==> config.mk <==
export PLATFORM = sky130hd
export DESIGN_NAME = next_pc_select
export DESIGN_NICKNAME = d
export VERILOG_FILES = /design/src/verilog/fetch_pkg.sv /design/src/verilog/next_pc_select.sv
export SDC_FILE = /design/constraint.sdc
export NUM_CORES = 1
export LEC_CHECK = 0
export BUFFER_PORTS_ARGS = -buffer_cell sky130_fd_sc_hd__buf_2
export CAP_MARGIN = 20
export CORE_AREA = 2 2 89 91
export DETAILED_ROUTE_END_ITERATION = 6
export DIE_AREA = 0 0 91 93
export SLEW_MARGIN = 15
export SYNTH_ARGS = -nofsm -noshare
export SYNTH_HDL_FRONTEND = slang
export SYNTH_SLANG_ARGS = --single-unit
export TNS_END_PERCENT = 5
==> constraint.sdc <==
create_clock -name vclk -period 2
set_input_delay 0 -clock vclk [all_inputs]
set_output_delay 0 -clock vclk [all_outputs]
set_load 0.05 [all_outputs]
==> src/verilog/fetch_pkg.sv <==
package fetch_pkg;

  // byte address into the instruction space
  typedef logic [31:0] addr_t;

  // one memory halfword
  typedef logic [15:0] half_t;

  // full instruction word
  // a compressed instruction only uses bits 15:0
  typedef logic [31:0] instr_t;

  // fetch control states
  typedef enum logic [1:0] {
    fetch_idle,
    fetch_wait,
    fetch_discard
  } fetch_state_t;

  // winning redirect source, highest priority first after none
  typedef enum logic [2:0] {
    cause_none,
    cause_trap,
    cause_mret,
    cause_jump,
    cause_fence
  } redirect_cause_t;

  // addi x0,x0,0
  localparam instr_t nop_instr = 32'h0000_0013;

endpackage
==> src/verilog/next_pc_select.sv <==
module next_pc_select (
  input  logic                       trap,
  input  logic                       mret,
  input  logic                       jump,
  input  logic                       fence,
  input  fetch_pkg::addr_t           mtvec,
  input  fetch_pkg::addr_t           mepc,
  input  fetch_pkg::addr_t           jump_addr,
  input  fetch_pkg::addr_t           fence_npc,
  input  fetch_pkg::addr_t           cur_pc,
  input  fetch_pkg::instr_t          cur_instr,
  output fetch_pkg::redirect_cause_t cause,
  output fetch_pkg::addr_t           target
);

  import fetch_pkg::*;

  addr_t seq_pc;
  logic  is_full;

  // low bits 11 mark a 32-bit instruction, anything else is compressed
  assign is_full = (cur_instr[1:0] == 2'b11);

  assign seq_pc = cur_pc + (is_full ? 32'd4 : 32'd2);

  // fixed priority: trap, mret, jump, fence
  always_comb begin
    cause  = cause_none;
    target = seq_pc;
    if (trap) begin
      cause  = cause_trap;
      target = mtvec;
    end else if (mret) begin
      cause  = cause_mret;
      target = mepc;
    end else if (jump) begin
      cause  = cause_jump;
      target = jump_addr;
    end else if (fence) begin
      // refetch everything after the fence
      cause  = cause_fence;
      target = fence_npc;
    end
  end

endmodule

==> metrics.txt, run 1 <==
Final min period 1.96 ns; fill cell count 857; first-pass GRT wire length 14800 um; boundary pin count 231; Die Width 91 um; row count 32; GP Congestion 0.836; postcts setup bufs 0; required time of the critical path 2.00 ns; total grt overflow 0; Worst Hold Class in2out; Tot GR Track Use 21.1%; Seq cells 0; Final Hold Slack 0.384 ns; share of post-route cells with drive strength above 1 48.5%; maxcap violations 0; Initial Util 24.5%; routed wire length on met2 4730 um; Setup Viol. Count Final 0; Yosys warning count 0; FF/Latch Area 0 um^2; DPL Wire Length 8060 um; number of global-route vias before repair 3124; area added between synthesis and finish 68.7%; DR vias 3089; Pleak 1.51 nW; drt drc 0; Die Height 93 um; Mean Syn Cell Area 6.16 um^2; RSZ-0062 raised after global routing true; pwr dens 271 mW/mm^2; Syn Std Cell Area 0.00185 mm^2; Top Layer Used met4; highest clock rate 510 MHz; Max rail drop VDD 134 uV; post-synth cell types 47; Seq/Total Area, Yosys 0%; clock buf count 0; Critical Path Start Type input port; Port-buffer cells 201; Rel. slew slack 65.2%; wire length on met3 693 um; Worst Path Arrival 1.96 ns; Cells on Worst Hold Path 4; crit share post-route 98.1%; DRT Wirelength 9590 um; max-slew violation count 0; final core utilization 41.4%; final layout net count 698; Via density 5.16; antenna-violating nets left 0; met1 wire length 4160 um; CP endpoint kind primary output; outcome completed; Post-Synthesis Cells 300; DR iter-0 viols 99; largest net degree at the start of global routing 42; Die ar. 0.00846 mm^2; Hold Vio Cnt, Final 0; drt first pass iters 4; crit path max fanout 3; Synthesized Nets 499; crit path kind in2out; commonest non-fill, non-tap cell in the layout buf_2; initial antenna violation count 0; worst slew pin tran 0.520 ns; total core area 0.00753 mm^2; Routed WL per cell 16.0 um; commonest non-fill, non-tap cells in the layout buf_2 (195), o21ai_0 (42), nand2_1 (40); # diodes 0
[worst paths after layout]
| kind | endpoint | from | slack, ns |
|---|---|---|---|
| min | target[18] | mtvec[18] | 0.38 |
| max | target[17] | cur_instr[0] | 0.04 |
[through the flow]
step / TNS, ns / std cells / cell area [um^2] / setup WS, ns / total power, W
final: 0 / 599 / 3120 / 0.0376 / 0.000844
after global routing: -0.563 / 599 / 3120 / -0.125 / 0.000913
after CTS: -0.00213 / 599 / 3060 / -0.00213 / 0.000840
after detailed placement: -0.196 / 599 / 3040 / -0.0687 / 0.000830
after global placement: -0.190 / 599 / 3040 / -0.0601 / 0.000823
after floorplan: -2.61 / 300 / 1850 / -0.247 / 0.000495
[cells in the mapped netlist (3+ instances only)]
library cell   n  area (um^2)
o21ai_0       43          215
nand2_1       40          150
clkbuf_1      17         63.8
a21oi_1       16         80.1
a22oi_1       14          105
nor2_1        14         52.6
nand3_1       12         60.1
a221o_1       11          110
a31oi_1       11         68.8
inv_1         11         41.3
nor3_1        11         55.1
xnor2_1       11         96.3
nand4_1        9         56.3
xor2_1         9         78.8
mux2i_1        8         80.1
a221oi_1       6         52.6
o221ai_1       5         43.8
and4_1         4         35.0
buf_1          4         15.0
nor2b_1        4         25.0
and3_1         3         18.8
nor4_1         3         18.8
nor4_2         3         37.5
o21ai_1        3         15.0
[cell type report]
| type | instances | area [um^2] | share of cell area, % |
|---|---|---|---|
| Inverter | 11 | 41.3 | 1.33 |
| Multi-Input combinational cell | 265 | 1780 | 57.0 |
| Tap cell | 102 | 128 | 4.10 |
| Timing Repair Buffer | 221 | 1170 | 37.6 |
[what timing repair did]
item | 4_1_cts | 5_1_grt
hold buffers | 0 | 0
endpoints found under the setup margin | 6 | 22
pin swaps | 1 | 5
gates resized for setup | 6 | 13
[critical path, stage by stage]
cell	delay, ns
buf_2	0.10
nand2_1	0.08
ha_2	0.20
fa_2	0.21
nand4_1	0.16
or3_4	0.38
o21a_1	0.21
o311ai_2	0.28
o211ai_1	0.13
buf_2	0.23
[power breakdown]
part	switching, W	total (W)	internal (W)
clock	0	0	0
sequential	0	0	0
combinational	0.000534	0.000844	0.000310
[cell families (layout without fill, tap and decap cells)]
kind of cell / Yosys count / in the layout / synth area share (%)
compound gates: 121 / 121 / 43.0
xor+xnor: 20 / 20 / 9.49
fa+ha+maj: 3 / 3 / 2.44
buf+inv: 35 / 232 / 7.66
mux: 8 / 8 / 4.34
simple gates: 113 / 113 / 33.1
[metal layers]
metal  vias to the layer above  global-route usage [%]
li1                       1557                       -
met1                      1391                    26.0
met2                       139                    41.0
met3                         2                    2.82
met4                         0                   0.379
met5                         -                       0
Power figures use the tool's default switching activity.
==> inputs of run 2 (changes only) <==
==> constraint.sdc (replaced) <==
create_clock -name vclk -period 2.1
set_input_delay 0 -clock vclk [all_inputs]
set_output_delay 0 -clock vclk [all_outputs]
set_load 0.05 [all_outputs]
==> metrics.txt, run 2 (same netlist as run 1, synthesis figures left out) <==
outcome completed; drt drc 0 (unchanged); Critical path buffers and inverters 3 (+1); Rel. slew slack 61.1% (-4.0 points); Hold Crit Start mtvec[17]; Max rail drop VDD 137 uV (+2.2%); row count 32 (unchanged); total core area 0.00753 mm^2 (unchanged); crit-path cells buf_2, nand2_1, ha_1, fa_2, nand4_1, or3_1, buf_4, nor4_2, xnor2_1, a31oi_1, buf_4; DRT Wirelength 9450 um (-1.4%); crit share post-route 98.1%; DR vias 3109 (+0.65%); Via density 5.23 (+1.3%); FF/Latch Area 0 um^2 (unchanged); share of post-route cells with drive strength above 1 47.1% (-1.4 points); GP Congestion 0.854 (+2.1%); Die Height 93 um (unchanged); commonest non-fill, non-tap cells in the layout buf_2 (194), o21ai_0 (42), nand2_1 (40); CP dominant cell by count buf_4; crit path kind in2out; CP endpoint kind primary output; antenna-violating nets left 0 (unchanged); crit path max fanout 5 (+2); area added between synthesis and finish 66.2%; Pleak 1.48 nW (-2.1%); Setup Viol. Count Final 0 (unchanged); # diodes 0 (unchanged); total grt overflow 0 (unchanged); Port-buffer cells 201 (unchanged); worst slew pin tran 0.578 ns (+0.0588 ns); Die ar. 0.00846 mm^2 (unchanged); commonest non-fill, non-tap cell in the layout buf_2; Worst path depth 11 (+1); RSZ-0062 raised after global routing true; fill cell count 864 (+0.82%); max-slew violation count 0 (unchanged); required time of the critical path 2.10 ns (+0.10 ns); Tot GR Track Use 20.4% (-0.67 points); first-pass GRT wire length 14300 um (-3.4%); final core utilization 40.8% (-0.61 points); DPL Wire Length 7930 um (-1.7%); Final min period 2.06 ns; highest clock rate 485 MHz; Die Width 91 um (unchanged); initial antenna violation count 0 (unchanged); cell family with most CP delay simple AND/OR/NAND/NOR gates; Seq cells 0 (unchanged); boundary pin count 231 (unchanged); drt first pass iters 4 (unchanged); Initial Util 24.5% (unchanged); DR iter-0 viols 108 (+9.1%); cts hold-fix bufs 0 (unchanged); Critical Path Start cur_instr[0]; Hold Vio Cnt, Final 0 (unchanged); largest net degree at the start of global routing 42 (unchanged); maxcap violations 0 (unchanged); Worst Path Arrival 2.06 ns (+0.10 ns); Cells on Worst Hold Path 4 (unchanged); final layout net count 694 (-0.57%); pwr dens 260 mW/mm^2 (-4.1%); Routed WL per cell 15.9 um (-0.76%); Critical Path Start Type input port; area occupied by multi-input gates 0.00174 mm^2 (-1.8%); CP max stage delay 0.40 ns (+0.02 ns); clock buf count 0 (unchanged); Place WS -0.0590 ns (+0.00967 ns); Worst Hold Class in2out; number of global-route vias before repair 2926 (-6.3%); PnR worst setup slack 0.0390 ns (+0.00146 ns); Slowest-stage cell, CP or3_1
[run 2: final cells by class]
type	instances	share of cell area [%]
Tap cell	102	4.16
Inverter	11	1.35
Timing Repair Buffer	217	37.7
Multi-Input combinational cell	265	56.8
[run 2: final timing paths]
| path | end |
|---|---|
| worst min-delay path | target[17] |
| worst max-delay path | target[27] |
[run 2: metal layers]
layer | GRT usage, % | share of wire (%) | up-vias
met5 | 0 | 0 | -
met4 | 0.126 | 0 | 0
met3 | 2.90 | 7.5 | 0
met2 | 39.9 | 50 | 138
met1 | 25.0 | 42 | 1426
li1 | - | - | 1545
[run 2: repair_timing]
action,in CTS,in global routing
setup endpoints to repair,5,12
pin swaps,0,1
gates resized for setup,6,8
buffers inserted,0,0
hold endpoints to repair,0,0
[run 2: report_power, final]
part	switching [W]	internal [W]
Clock	0	0
Combinational	0.000505	0.000293
Sequential	0	0
[run 2: metrics by stage]
step	cell area (um^2)	TNS, ns	hold slack, ns	instances	power (W)
3_5_place_dp	3020	-0.170	0.399	595	0.000786
4_1_cts	3040	0	0.392	595	0.000796
2_1_floorplan	1850	-0.939	0.271	300	0.000471
6_report	3070	0	0.390	595	0.000797
5_1_grt	3070	-1.14	0.416	595	0.000861
3_3_place_gp	3020	-0.0477	0.397	595	0.000780
