$ cat src/verilog/fetch_pkg.sv
package fetch_pkg;

  // byte address into the instruction space
  typedef logic [31:0] addr_t;

  // one memory halfword
  typedef logic [15:0] half_t;

  // full instruction word
  // a compressed instruction only uses bits 15:0
  typedef logic [31:0] instr_t;

  // fetch control states
  typedef enum logic [1:0] {
    fetch_idle,
    fetch_wait,
    fetch_discard
  } fetch_state_t;

  // winning redirect source, highest priority first after none
  typedef enum logic [2:0] {
    cause_none,
    cause_trap,
    cause_mret,
    cause_jump,
    cause_fence
  } redirect_cause_t;

  // addi x0,x0,0
  localparam instr_t nop_instr = 32'h0000_0013;

endpackage
$ cat src/verilog/fetch_stage.sv
module fetch_stage #(
  parameter fetch_pkg::addr_t reset_pc = 32'h0000_0000
) (
  input  logic                       clock,
  input  logic                       reset,
  input  logic                       hold,
  input  logic                       ready,
  input  fetch_pkg::instr_t          rdata,
  input  fetch_pkg::redirect_cause_t cause,
  input  fetch_pkg::addr_t           target,
  output fetch_pkg::addr_t           cur_pc,
  output fetch_pkg::instr_t          cur_instr,
  output logic                       req,
  output fetch_pkg::addr_t           req_addr,
  output logic                       out_valid,
  output fetch_pkg::addr_t           out_pc,
  output fetch_pkg::instr_t          out_instr
);

  import fetch_pkg::*;

  fetch_state_t state;
  fetch_state_t state_next;

  // pc of the outstanding or next request
  addr_t        pc;
  addr_t        pc_next;

  // instruction parked while hold is high
  logic         held_valid;
  logic         held_valid_next;
  instr_t       held_instr;

  logic         redirect;

  assign redirect = (cause != cause_none);

  always_comb begin
    state_next      = state;
    pc_next         = pc;
    held_valid_next = held_valid;
    req             = 1'b0;
    out_valid       = 1'b0;
    case (state)
      fetch_idle: begin
        if (redirect) begin
          // nothing in flight, target goes out next cycle
          pc_next         = target;
          held_valid_next = 1'b0;
        end else if (held_valid) begin
          if (!hold) begin
            out_valid       = 1'b1;
            req             = 1'b1;
            pc_next         = target;
            held_valid_next = 1'b0;
            state_next      = fetch_wait;
          end
        end else begin
          req        = 1'b1;
          state_next = fetch_wait;
        end
      end
      fetch_wait: begin
        if (redirect) begin
          pc_next = target;
          if (ready) begin
            // returning word is from the old path, drop it
            req = 1'b1;
          end else begin
            state_next = fetch_discard;
          end
        end else if (ready) begin
          if (hold) begin
            held_valid_next = 1'b1;
            state_next      = fetch_idle;
          end else begin
            out_valid = 1'b1;
            req       = 1'b1;
            pc_next   = target;
          end
        end
      end
      fetch_discard: begin
        // speculative request, its data is never issued
        if (redirect) begin
          pc_next = target;
        end
        if (ready) begin
          req        = 1'b1;
          state_next = fetch_wait;
        end
      end
      default: begin
        state_next = fetch_idle;
      end
    endcase
  end

  // sequential successor when issuing, redirect target otherwise
  assign req_addr = (redirect || out_valid) ? target : pc;

  assign cur_pc    = pc;
  assign cur_instr = held_valid ? held_instr : rdata;

  assign out_pc    = pc;
  assign out_instr = out_valid ? cur_instr : nop_instr;

  always_ff @(posedge clock) begin
    if (!reset) begin
      state      <= fetch_idle;
      pc         <= reset_pc;
      held_valid <= 1'b0;
    end else begin
      state      <= state_next;
      pc         <= pc_next;
      held_valid <= held_valid_next;
    end
  end

  always_ff @(posedge clock) begin
    if (state == fetch_wait && ready) begin
      held_instr <= rdata;
    end
  end

endmodule

$ cat config.mk
export PLATFORM = sky130hd
export DESIGN_NAME = fetch_stage
export DESIGN_NICKNAME = d
export VERILOG_FILES = /design/src/verilog/fetch_pkg.sv /design/src/verilog/fetch_stage.sv
export SDC_FILE = /design/constraint.sdc
export NUM_CORES = 1
export LEC_CHECK = 0
export BUFFER_PORTS_ARGS = -buffer_cell sky130_fd_sc_hd__buf_2
export CORE_MARGIN = 5
export CORE_UTILIZATION = 40
export DETAILED_ROUTE_END_ITERATION = 6
export PLACE_DENSITY_LB_ADDON = 0.3
export RECOVER_POWER = 25
export SLEW_MARGIN = 10
export SYNTH_ARGS = -nofsm -noshare
export SYNTH_HDL_FRONTEND = slang
export SYNTH_SLANG_ARGS = --single-unit
export TNS_END_PERCENT = 50
$ cat constraint.sdc
create_clock -name clock -period 7.3 [get_ports clock]
set_clock_uncertainty 0.2 [all_clocks]
set_input_delay 1.46 -clock clock [delete_from_list [all_inputs] [get_ports clock]]
set_output_delay 1.46 -clock clock [all_outputs]
set_load 0.005 [all_outputs]
==> impl_metrics.toml, run 1 <==
[outcome]
status = "finished, violations left"
failed_checks = "capacitance limit, slew limit"

[logic_synthesis]
synth_ff_type = "dfxtp_1"
synth_edf_count = 32
yosys.area_share.xor_xnor = 0
synthCells = 344
synth_mux_area_frac = 0.2811
synth_top_family_by_area = "multiplexers"
synth-compound-area-share = 0.02697
synth.avg_cell_area_sq_um = 10.92
yosysTopAreaCellShare = 0.2557
async_flop_share = 0
ys_types = 32
synthAdderAreaFrac = 0
synth.largest_area_cell = "edfxtp_1"
synth_commonest_cells = "66 x nand2_1, 63 x mux2_2, 35 x dfxtp_1"
synth_area_sq_um = 3757
synth_nets = 415
post-synth-top-count-cell = "nand2_1"
synth-simple-area-share = 0.1359
yosys_warnings = 0
synthTopCellsByArea = "edfxtp_1 26%, mux2_2 19%, dfxtp_1 19%"
ys_ff_latch = 67
yosysSeqAreaShare = 0.4422

[setup_path]
critPathMostFrequentCell = "buf_2"
crit_chain = "buf_2 -> nor3_2 -> nand2_2 -> mux2_1 -> buf_2"
slowest_stage = "nand2_2"
cp_max_fo = 32
crit_buf_inv = 2
endpoint_kind = "primary output"
critPathLaunchType = "primary input"
max_stage_delay_ns = 0.55
worstPathArrival_ns = 3.20
cp_top_family = "simple AND/OR/NAND/NOR gates"
worst-endpoint-required_ns = 5.64
path_class = "in2out"

[global_route]
grt_pass1_wl_microns = 14840
grt_max_degree = 68
antenna_found_initial = 0
gr-total-overflow = 0
grt_pass1_vias = 3067
grt_usage = 0.1605

[sta]
finalCritPeriodShare = 0.6663
setup_viol = 0
finalHoldViolations = 0
tns_ns = 0
slew_headroom = -0.6518
slew_viol_final = 68
fmax_ghz = 0.2056
period_minus_slack_ns = 4.864
hold_slack_ns = 0.2847
tightest_slew_ns = 2.478
rsz0062_at_grt = "false"

[pwr]
pwr-share-seq = 0.511
power.total_mw = 0.8239
power_density_nw_per_um2 = 172.2
p_clk_frac = 0.334
swShare = 0.2469
power.combinational.fraction = 0.155
leakage_nw = 2.164
switchingPower_mw = 0.2034
cellInternalPower_mw = 0.6204
ir_worst_vdd_uv = 75.81

[cells_and_area]
final_util = 0.5203
fin_nets = 604
n_antenna_cell = 0
drive_above_1_share = 0.5242
areaGrowthSynthToFinish_pct = 27.34
stdcell_count = 649

[placed_design]
dp_cells = 633
dp_hpwl_microns = 7279
place_congestion = 0.7298
portBuffers = 232

[drt]
ant_nets = 0
wl_microns = 9376
first_pass_iters = 4
vias = 3132
drt_iter0_markers = 109
wl_per_cell_microns = 14.45
via_per_inst = 4.826
drc = 0

[job]
cap_violations = 1

[die]
die_y_microns = 106.9
dieArea_sq_um = 11430
core_sq_um = 9196
initial_core_util = 0.4086
die_w_microns = 106.9
io_pins = 233
rows = 35

[clock_tree]
clk_latency_ns = 0.32
clk_path_buf_depth = 2
cts.sinks = 67
cts_buffers = 9
ctsHoldBuffers = 0
clkTransAtPathRegs_ns = 0.07
cts_setup_buffers = 0
cts_tree = "done"
cts_resized = 0
h-tree-depth = 3
cts_root_buffer = "clkbuf_8"

[min_path]
min_path_type = "reg2reg"
metrics by stage:
step           instance area, sq um  setup WS [ns]
2_1_floorplan                  3757          3.147
3_3_place_gp                   4658          2.541
3_5_place_dp                   4658          2.457
4_1_cts                        4832          2.450
5_1_grt                        4785          2.286
6_report                       4785          2.436
sequential cells by signal, summed over array words and instances, names as in the netlist:
register,flops
cur_pc,32
held_instr,32
held_valid,1
state,2
layout by cell type, fill, tap and decap left out, drive strengths merged, types with 3 or more instances in the layout:
master  instances
or3             4
dfxtp          35
and2           29
edfxtp         32
nor2            3
mux2           65
buf           199
nand2          68
mux2i          32
clkbuf         50
a21oi           5
final cells by class:
class                   count  area, sq um
fillers                   879         4412
multi-input cells         219         1668
flip-flops and latches     67         1662
repair buffers            235         1139
clock buffers              14        163.9
well taps                 111        138.9
clock inverters             2        10.01
inverters                   1        3.754
routing by layer:
metal  up-vias  GRT usage  share of wire
li1       1536          -              -
met1      1426     0.1912           0.41
met2       161     0.2761           0.48
met3         9    0.04455          0.089
met4         0    0.05845          0.013
met5         -          0              0
logic make-up after synthesis:
kind of cell,count (synthesis)
and+or+nand+nor,108
DFF,67
AOI/OAI and AO/OA,14
muxes,97
buffers and inverters,58
final timing paths:
path	start	endpoint	slack [ns]	depth (start not counted)
setup / recovery	cause[2]	req_addr[7]	2.44	5
hold / removal	cur_pc[28]	cur_pc[28]	0.28	2
setup reg to reg	state[1]	cur_pc[23]	5.11	4
hold reg to reg	cur_pc[28]	cur_pc[28]	0.28	2
power by group through the flow:
stage / combinational [mW] / clock (mW) / sequential [mW]
2_1_floorplan: 0.0758 / 0 / 0.427
3_3_place_gp: 0.130 / 0 / 0.428
3_5_place_dp: 0.132 / 0 / 0.429
4_1_cts: 0.132 / 0.288 / 0.421
5_1_grt: 0.142 / 0.302 / 0.424
6_report: 0.128 / 0.275 / 0.421
tightest hold or removal path, delay by kind of cell, from the launching register on:
kind / cells / cell delay (ns)
flops: 1 / 0.33
simple gates: 1 / 0.06
mux: 1 / 0.06
Power figures use the tool's default switching activity.
==> inputs of run 2 (changes only) <==
Settings changed: ABC_AREA set to 1.
Clock period 7.3 ns to 5 ns, I/O delays scaled along.
==> run 2 against run 1 <==
Net effect: the flow still finishes with violations (capacitance limit, slew limit); register-to-register slack worse by 2.3 ns; sequential power is 55% higher; clock-buffer cell count is 4 lower; clock power is 63% higher; combinational power grew to 3.0 times the previous value; non-clock buffer count is 5 higher; largest cell class is now registers; final cell count is 48% higher; sequential cell count stayed put; power is 80% higher; routed wire length is 26% higher; global-route usage is 2.0 points higher; largest power group unchanged.
==> impl_metrics.toml, run 2 <==
[die]
die_y_microns = 113.0
initial_core_util = 0.4107
core_sq_um = 10320
rows = 37
dieArea_sq_um = 12760
io_pins = 233
die_w_microns = 113.0

[setup_path]
worstPathArrival_ns = 2.74
path_class = "in2out"
critPathLaunchType = "primary input"
slowest_stage = "nand2_2"
max_stage_delay_ns = 0.65
endpoint_kind = "primary output"
cp_max_fo = 32
worst-endpoint-required_ns = 3.80
critPathMostFrequentCell = "nand2_1"
crit_chain = "buf_2 -> inv_2 -> nand2_1 -> nor2_2 -> nand4_4 -> nand2_2 -> nand2_1 -> nand2_1 -> buf_2"

[sta]
fmax_ghz = 0.2539
setup_viol = 0
period_minus_slack_ns = 3.938
slew_viol_final = 36
finalWorstSetupSlack_ns = 1.062
hold_slack_ns = 0.3436
slew_headroom = -0.08311
rsz0062_at_grt = "false"
finalCritPeriodShare = 0.7877
tns_ns = 0
finalHoldViolations = 0
tightest_slew_ns = 1.625

[drt]
drt_iter0_markers = 269
ant_nets = 0
wl_microns = 11820
wl_per_cell_microns = 12.32
first_pass_iters = 4
drc = 0
via_per_inst = 4.515
vias = 4334

[clock_tree]
h-tree-depth = 3
cts_resized = 0
clk_latency_ns = 0.33
clkTransAtPathRegs_ns = 0.08
cts.sinks = 67
cts_setup_buffers = 0
cts_buffers = 9
cts_tree = "done"
clk_path_buf_depth = 2
cts_root_buffer = "clkbuf_8"
ctsHoldBuffers = 0

[global_route]
grt_max_degree = 38
grt_usage = 0.1800
antenna_found_initial = 0
grt_pass1_wl_microns = 19060
grt_pass1_vias = 4085
gr-total-overflow = 0

[min_path]
min_path_type = "reg2reg"

[job]
cap_violations = 1

[cells_and_area]
stdcell_count = 960
final_common_cell = "buf_2"
drive_above_1_share = 0.3301
n_antenna_cell = 0
mostFrequentLayoutCells = "209 x buf_2, 153 x nand2_1, 131 x inv_1, 67 x nor2_1, 39 x nand3_1"
fin_nets = 890
nFillCells = 1142
multi_input_area_sq_um = 1652
areaGrowthSynthToFinish_pct = 27.03
seq_area_sq_um = 1662
design_area_sq_um = 5386

[logic_synthesis]
synth.largest_area_cell = "edfxtp_1"
synth_ff_type = "dfxtp_1"
yosysSeqAreaShare = 0.3919
async_flop_share = 0
yosys_warnings = 0
synth_commonest_cells = "153 x nand2_1, 131 x inv_1, 68 x nor2_1"
yosysTopAreaCellShare = 0.2266
post-synth-top-count-cell = "nand2_1"
synthCells = 635
synth_area_sq_um = 4240
synth.avg_cell_area_sq_um = 6.678
synthTopCellsByArea = "edfxtp_1 23%, dfxtp_1 17%, nand2_1 14%"
synth_edf_count = 32
ys_ff_latch = 67
synth_nets = 706
ys_types = 23

[placed_design]
place_area_sq_um = 5223
dp_cells = 944
pre_cts_ws_ns = 1.037
dp_hpwl_microns = 8560
portBuffers = 232
place_congestion = 0.7661

[pwr]
ir_worst_vdd_uv = 114.6
leakage_nw = 3.266
power_density_nw_per_um2 = 274.7

[outcome]
status = "finished, violations left"
failed_checks = "capacitance limit, slew limit"
-- run 2: changes by cell type after synthesis, sizes merged, moves of 4 or more --
cell / change
mux2: -65
or3: -4
buf: +9
nor2: +66
inv: +137
and2: -29
nand4: +36
nand3: +40
nand2: +86
o21ai: +32
a21oi: -4
mux2i: -32
or2: +29
-- run 2: cells by family after synthesis --
kind of cell,count (synthesis),share of synthesized area
AND/OR/NAND/NOR,328,0.3464
buffers and inverters,205,0.2192
flip-flops,67,0.3919
AO/OA/AOI/OAI,35,0.04249
-- run 2: cell type report --
type | instances | share of cell area
sequential | 67 | 0.3085
tap | 136 | 0.03159
clock buffer | 10 | 0.02555
inverter | 138 | 0.09617
timing repair buffer | 240 | 0.2214
clock inverter | 6 | 0.01022
multi-input combinational | 363 | 0.3066
-- run 2: worst max-delay path: cells and delay by family --
kind / cells / cell delay, ns
AND/OR/NAND/NOR: 6 / 1.46
buffers and inverters: 3 / 0.26
-- run 2: metrics by stage --
| step | utilization | total power [mW] |
|---|---|---|
| after detailed placement | 0.5059 | 1.054 |
| after CTS | 0.5245 | 1.507 |
| after global placement | 0.5059 | 1.049 |
| after floorplan | - | 0.8984 |
| final | 0.5218 | 1.479 |
| after global routing | 0.5218 | 1.578 |
-- run 2: final timing paths --
check,startpoint,to,slack [ns],depth (start not counted)
worst max-delay path,cause[2],req_addr[20],1.06,9
worst max register to register,held_valid,cur_pc[25],2.85,8
worst min-delay path,cur_pc[24],cur_pc[24],0.34,4
worst min register to register,cur_pc[24],cur_pc[24],0.34,4
-- run 2: metal layers --
| metal | GRT usage | vias up | share of wire |
|---|---|---|---|
| met3 | 0.04011 | 13 | 0.075 |
| met2 | 0.3286 | 147 | 0.49 |
| li1 | - | 2260 | - |
| met1 | 0.2107 | 1914 | 0.42 |
| met5 | 0 | - | 0 |
| met4 | 0.05128 | 0 | 0.012 |
-- run 2: power by group --
part	internal [mW]	total (mW)	switching, mW
Sequential	0.617	0.651	0.0337
Clock	0.239	0.447	0.208
Combinational	0.165	0.382	0.217
==> inputs of run 3 (changes only) <==
Clock period 5 ns to 3.5 ns, I/O delays scaled along.
==> run 3 against run 2 <==
Net effect: the run still ends with capacitance limit, slew limit left; non-clock buffer count rose by 1; sequential share of layout area barely moved; routed wire length fell by 3.7%; critical path type unchanged; largest power group unchanged; highest routed layer unchanged.
==> impl_metrics.toml, run 3 (synthesized netlist as in run 2, its figures left out) <==
[outcome]
status = "finished, violations left"
failed_checks = "capacitance limit, slew limit"

[pwr]
power.total_mw = 2.077
power_density_nw_per_um2 = 385.6
leakage_nw = 3.242
ir_worst_vdd_uv = 191.9

[die]
die_w_microns = 113.0
rows = 37
core_sq_um = 10320
io_pins = 233
die_y_microns = 113.0
dieArea_sq_um = 12760
initial_core_util = 0.4107

[setup_path]
path_class = "in2out"
worstPathArrival_ns = 2.16
critPathLaunchType = "primary input"
worst-endpoint-required_ns = 2.60
endpoint_kind = "primary output"
cp_max_fo = 32

[cells_and_area]
nFillCells = 1119
n_antenna_cell = 0
stdcell_count = 961
final_common_cell = "buf_2"
areaGrowthSynthToFinish_pct = 27.06
mostFrequentLayoutCells = "201 x buf_2, 153 x nand2_1, 131 x inv_1, 67 x nor2_1, 39 x nand3_1"
design_area_sq_um = 5388
fin_nets = 891
final_util = 0.5219
drive_above_1_share = 0.3212

[clock_tree]
cts_resized = 0
cts.sinks = 67
clk_path_buf_depth = 2
cts_tree = "done"
h-tree-depth = 3
clkTransAtPathRegs_ns = 0.07
cts_setup_buffers = 0
ctsHoldBuffers = 0
clk_latency_ns = 0.32
cts_buffers = 9
cts_root_buffer = "clkbuf_8"

[sta]
hold_slack_ns = 0.3388
slew_headroom = -0.01537
fmax_ghz = 0.3266
tns_ns = 0
finalHoldViolations = 0
setup_viol = 0
slew_viol_final = 36
period_minus_slack_ns = 3.062
finalCritPeriodShare = 0.8748
tightest_slew_ns = 1.523
finalWorstSetupSlack_ns = 0.4381
rsz0062_at_grt = "false"

[job]
cap_violations = 1

[drt]
via_per_inst = 4.407
drc = 0
vias = 4235
drt_iter0_markers = 189
wl_microns = 11380
wl_per_cell_microns = 11.84
first_pass_iters = 4
ant_nets = 0

[global_route]
antenna_found_initial = 0
grt_pass1_vias = 4082
grt_max_degree = 63
grt.busiest_layer = "met2"
grt_pass1_wl_microns = 19150
met2_usage = 0.3069
grt_use_met1 = 0.2230
gr-total-overflow = 0
grt_use_met3 = 0.05027
grt_usage = 0.1781

[placed_design]
pre_cts_ws_ns = 0.4253
place_area_sq_um = 5243
place_congestion = 0.8355
portBuffers = 232
dp_cells = 945
dp_hpwl_microns = 8472

[min_path]
min_path_type = "reg2reg"
[run 3: cell types whose count changed in the layout (fill, tap and decap cells not counted), sizes merged]
cell,change
clkbuf,+8
buf,-7
[run 3: layout make-up]
cell class	instances	area [sq um]	share of cell area
clock inverters	6	56.30	0.01045
multi-input cells	363	1652	0.3065
well taps	136	170.2	0.03158
repair buffers	241	1202	0.2232
inverters	138	518.0	0.09614
clock buffers	10	127.6	0.02369
flip-flops and latches	67	1662	0.3084
[run 3: path summary, 6_finish.rpt]
kind	from	to	slack, ns	cells after the start
setup / recovery	cause[2]	req_addr[28]	0.44	9
hold / removal	cur_pc[24]	cur_pc[24]	0.34	4
setup reg to reg	state[1]	cur_pc[30]	1.58	9
hold reg to reg	cur_pc[24]	cur_pc[24]	0.34	4
[run 3: worst max-delay path: stages]
cell,delay [ns]
buf_2,0.10
inv_2,0.05
nand2_1,0.05
nor2_2,0.30
nand4_4,0.16
nand2_2,0.46
nand2_1,0.12
nand2_1,0.08
buf_2,0.10
[run 3: power by group]
group | switching (mW) | internal, mW | total (mW)
Clock | 0.281 | 0.323 | 0.604
Sequential | 0.0472 | 0.882 | 0.929
Combinational | 0.309 | 0.236 | 0.545
[run 3: metal layers]
metal | vias up | wire length (microns)
met5 | - | 0
met4 | 0 | 102
met3 | 10 | 885
met2 | 153 | 5395
met1 | 1811 | 4999
li1 | 2261 | -
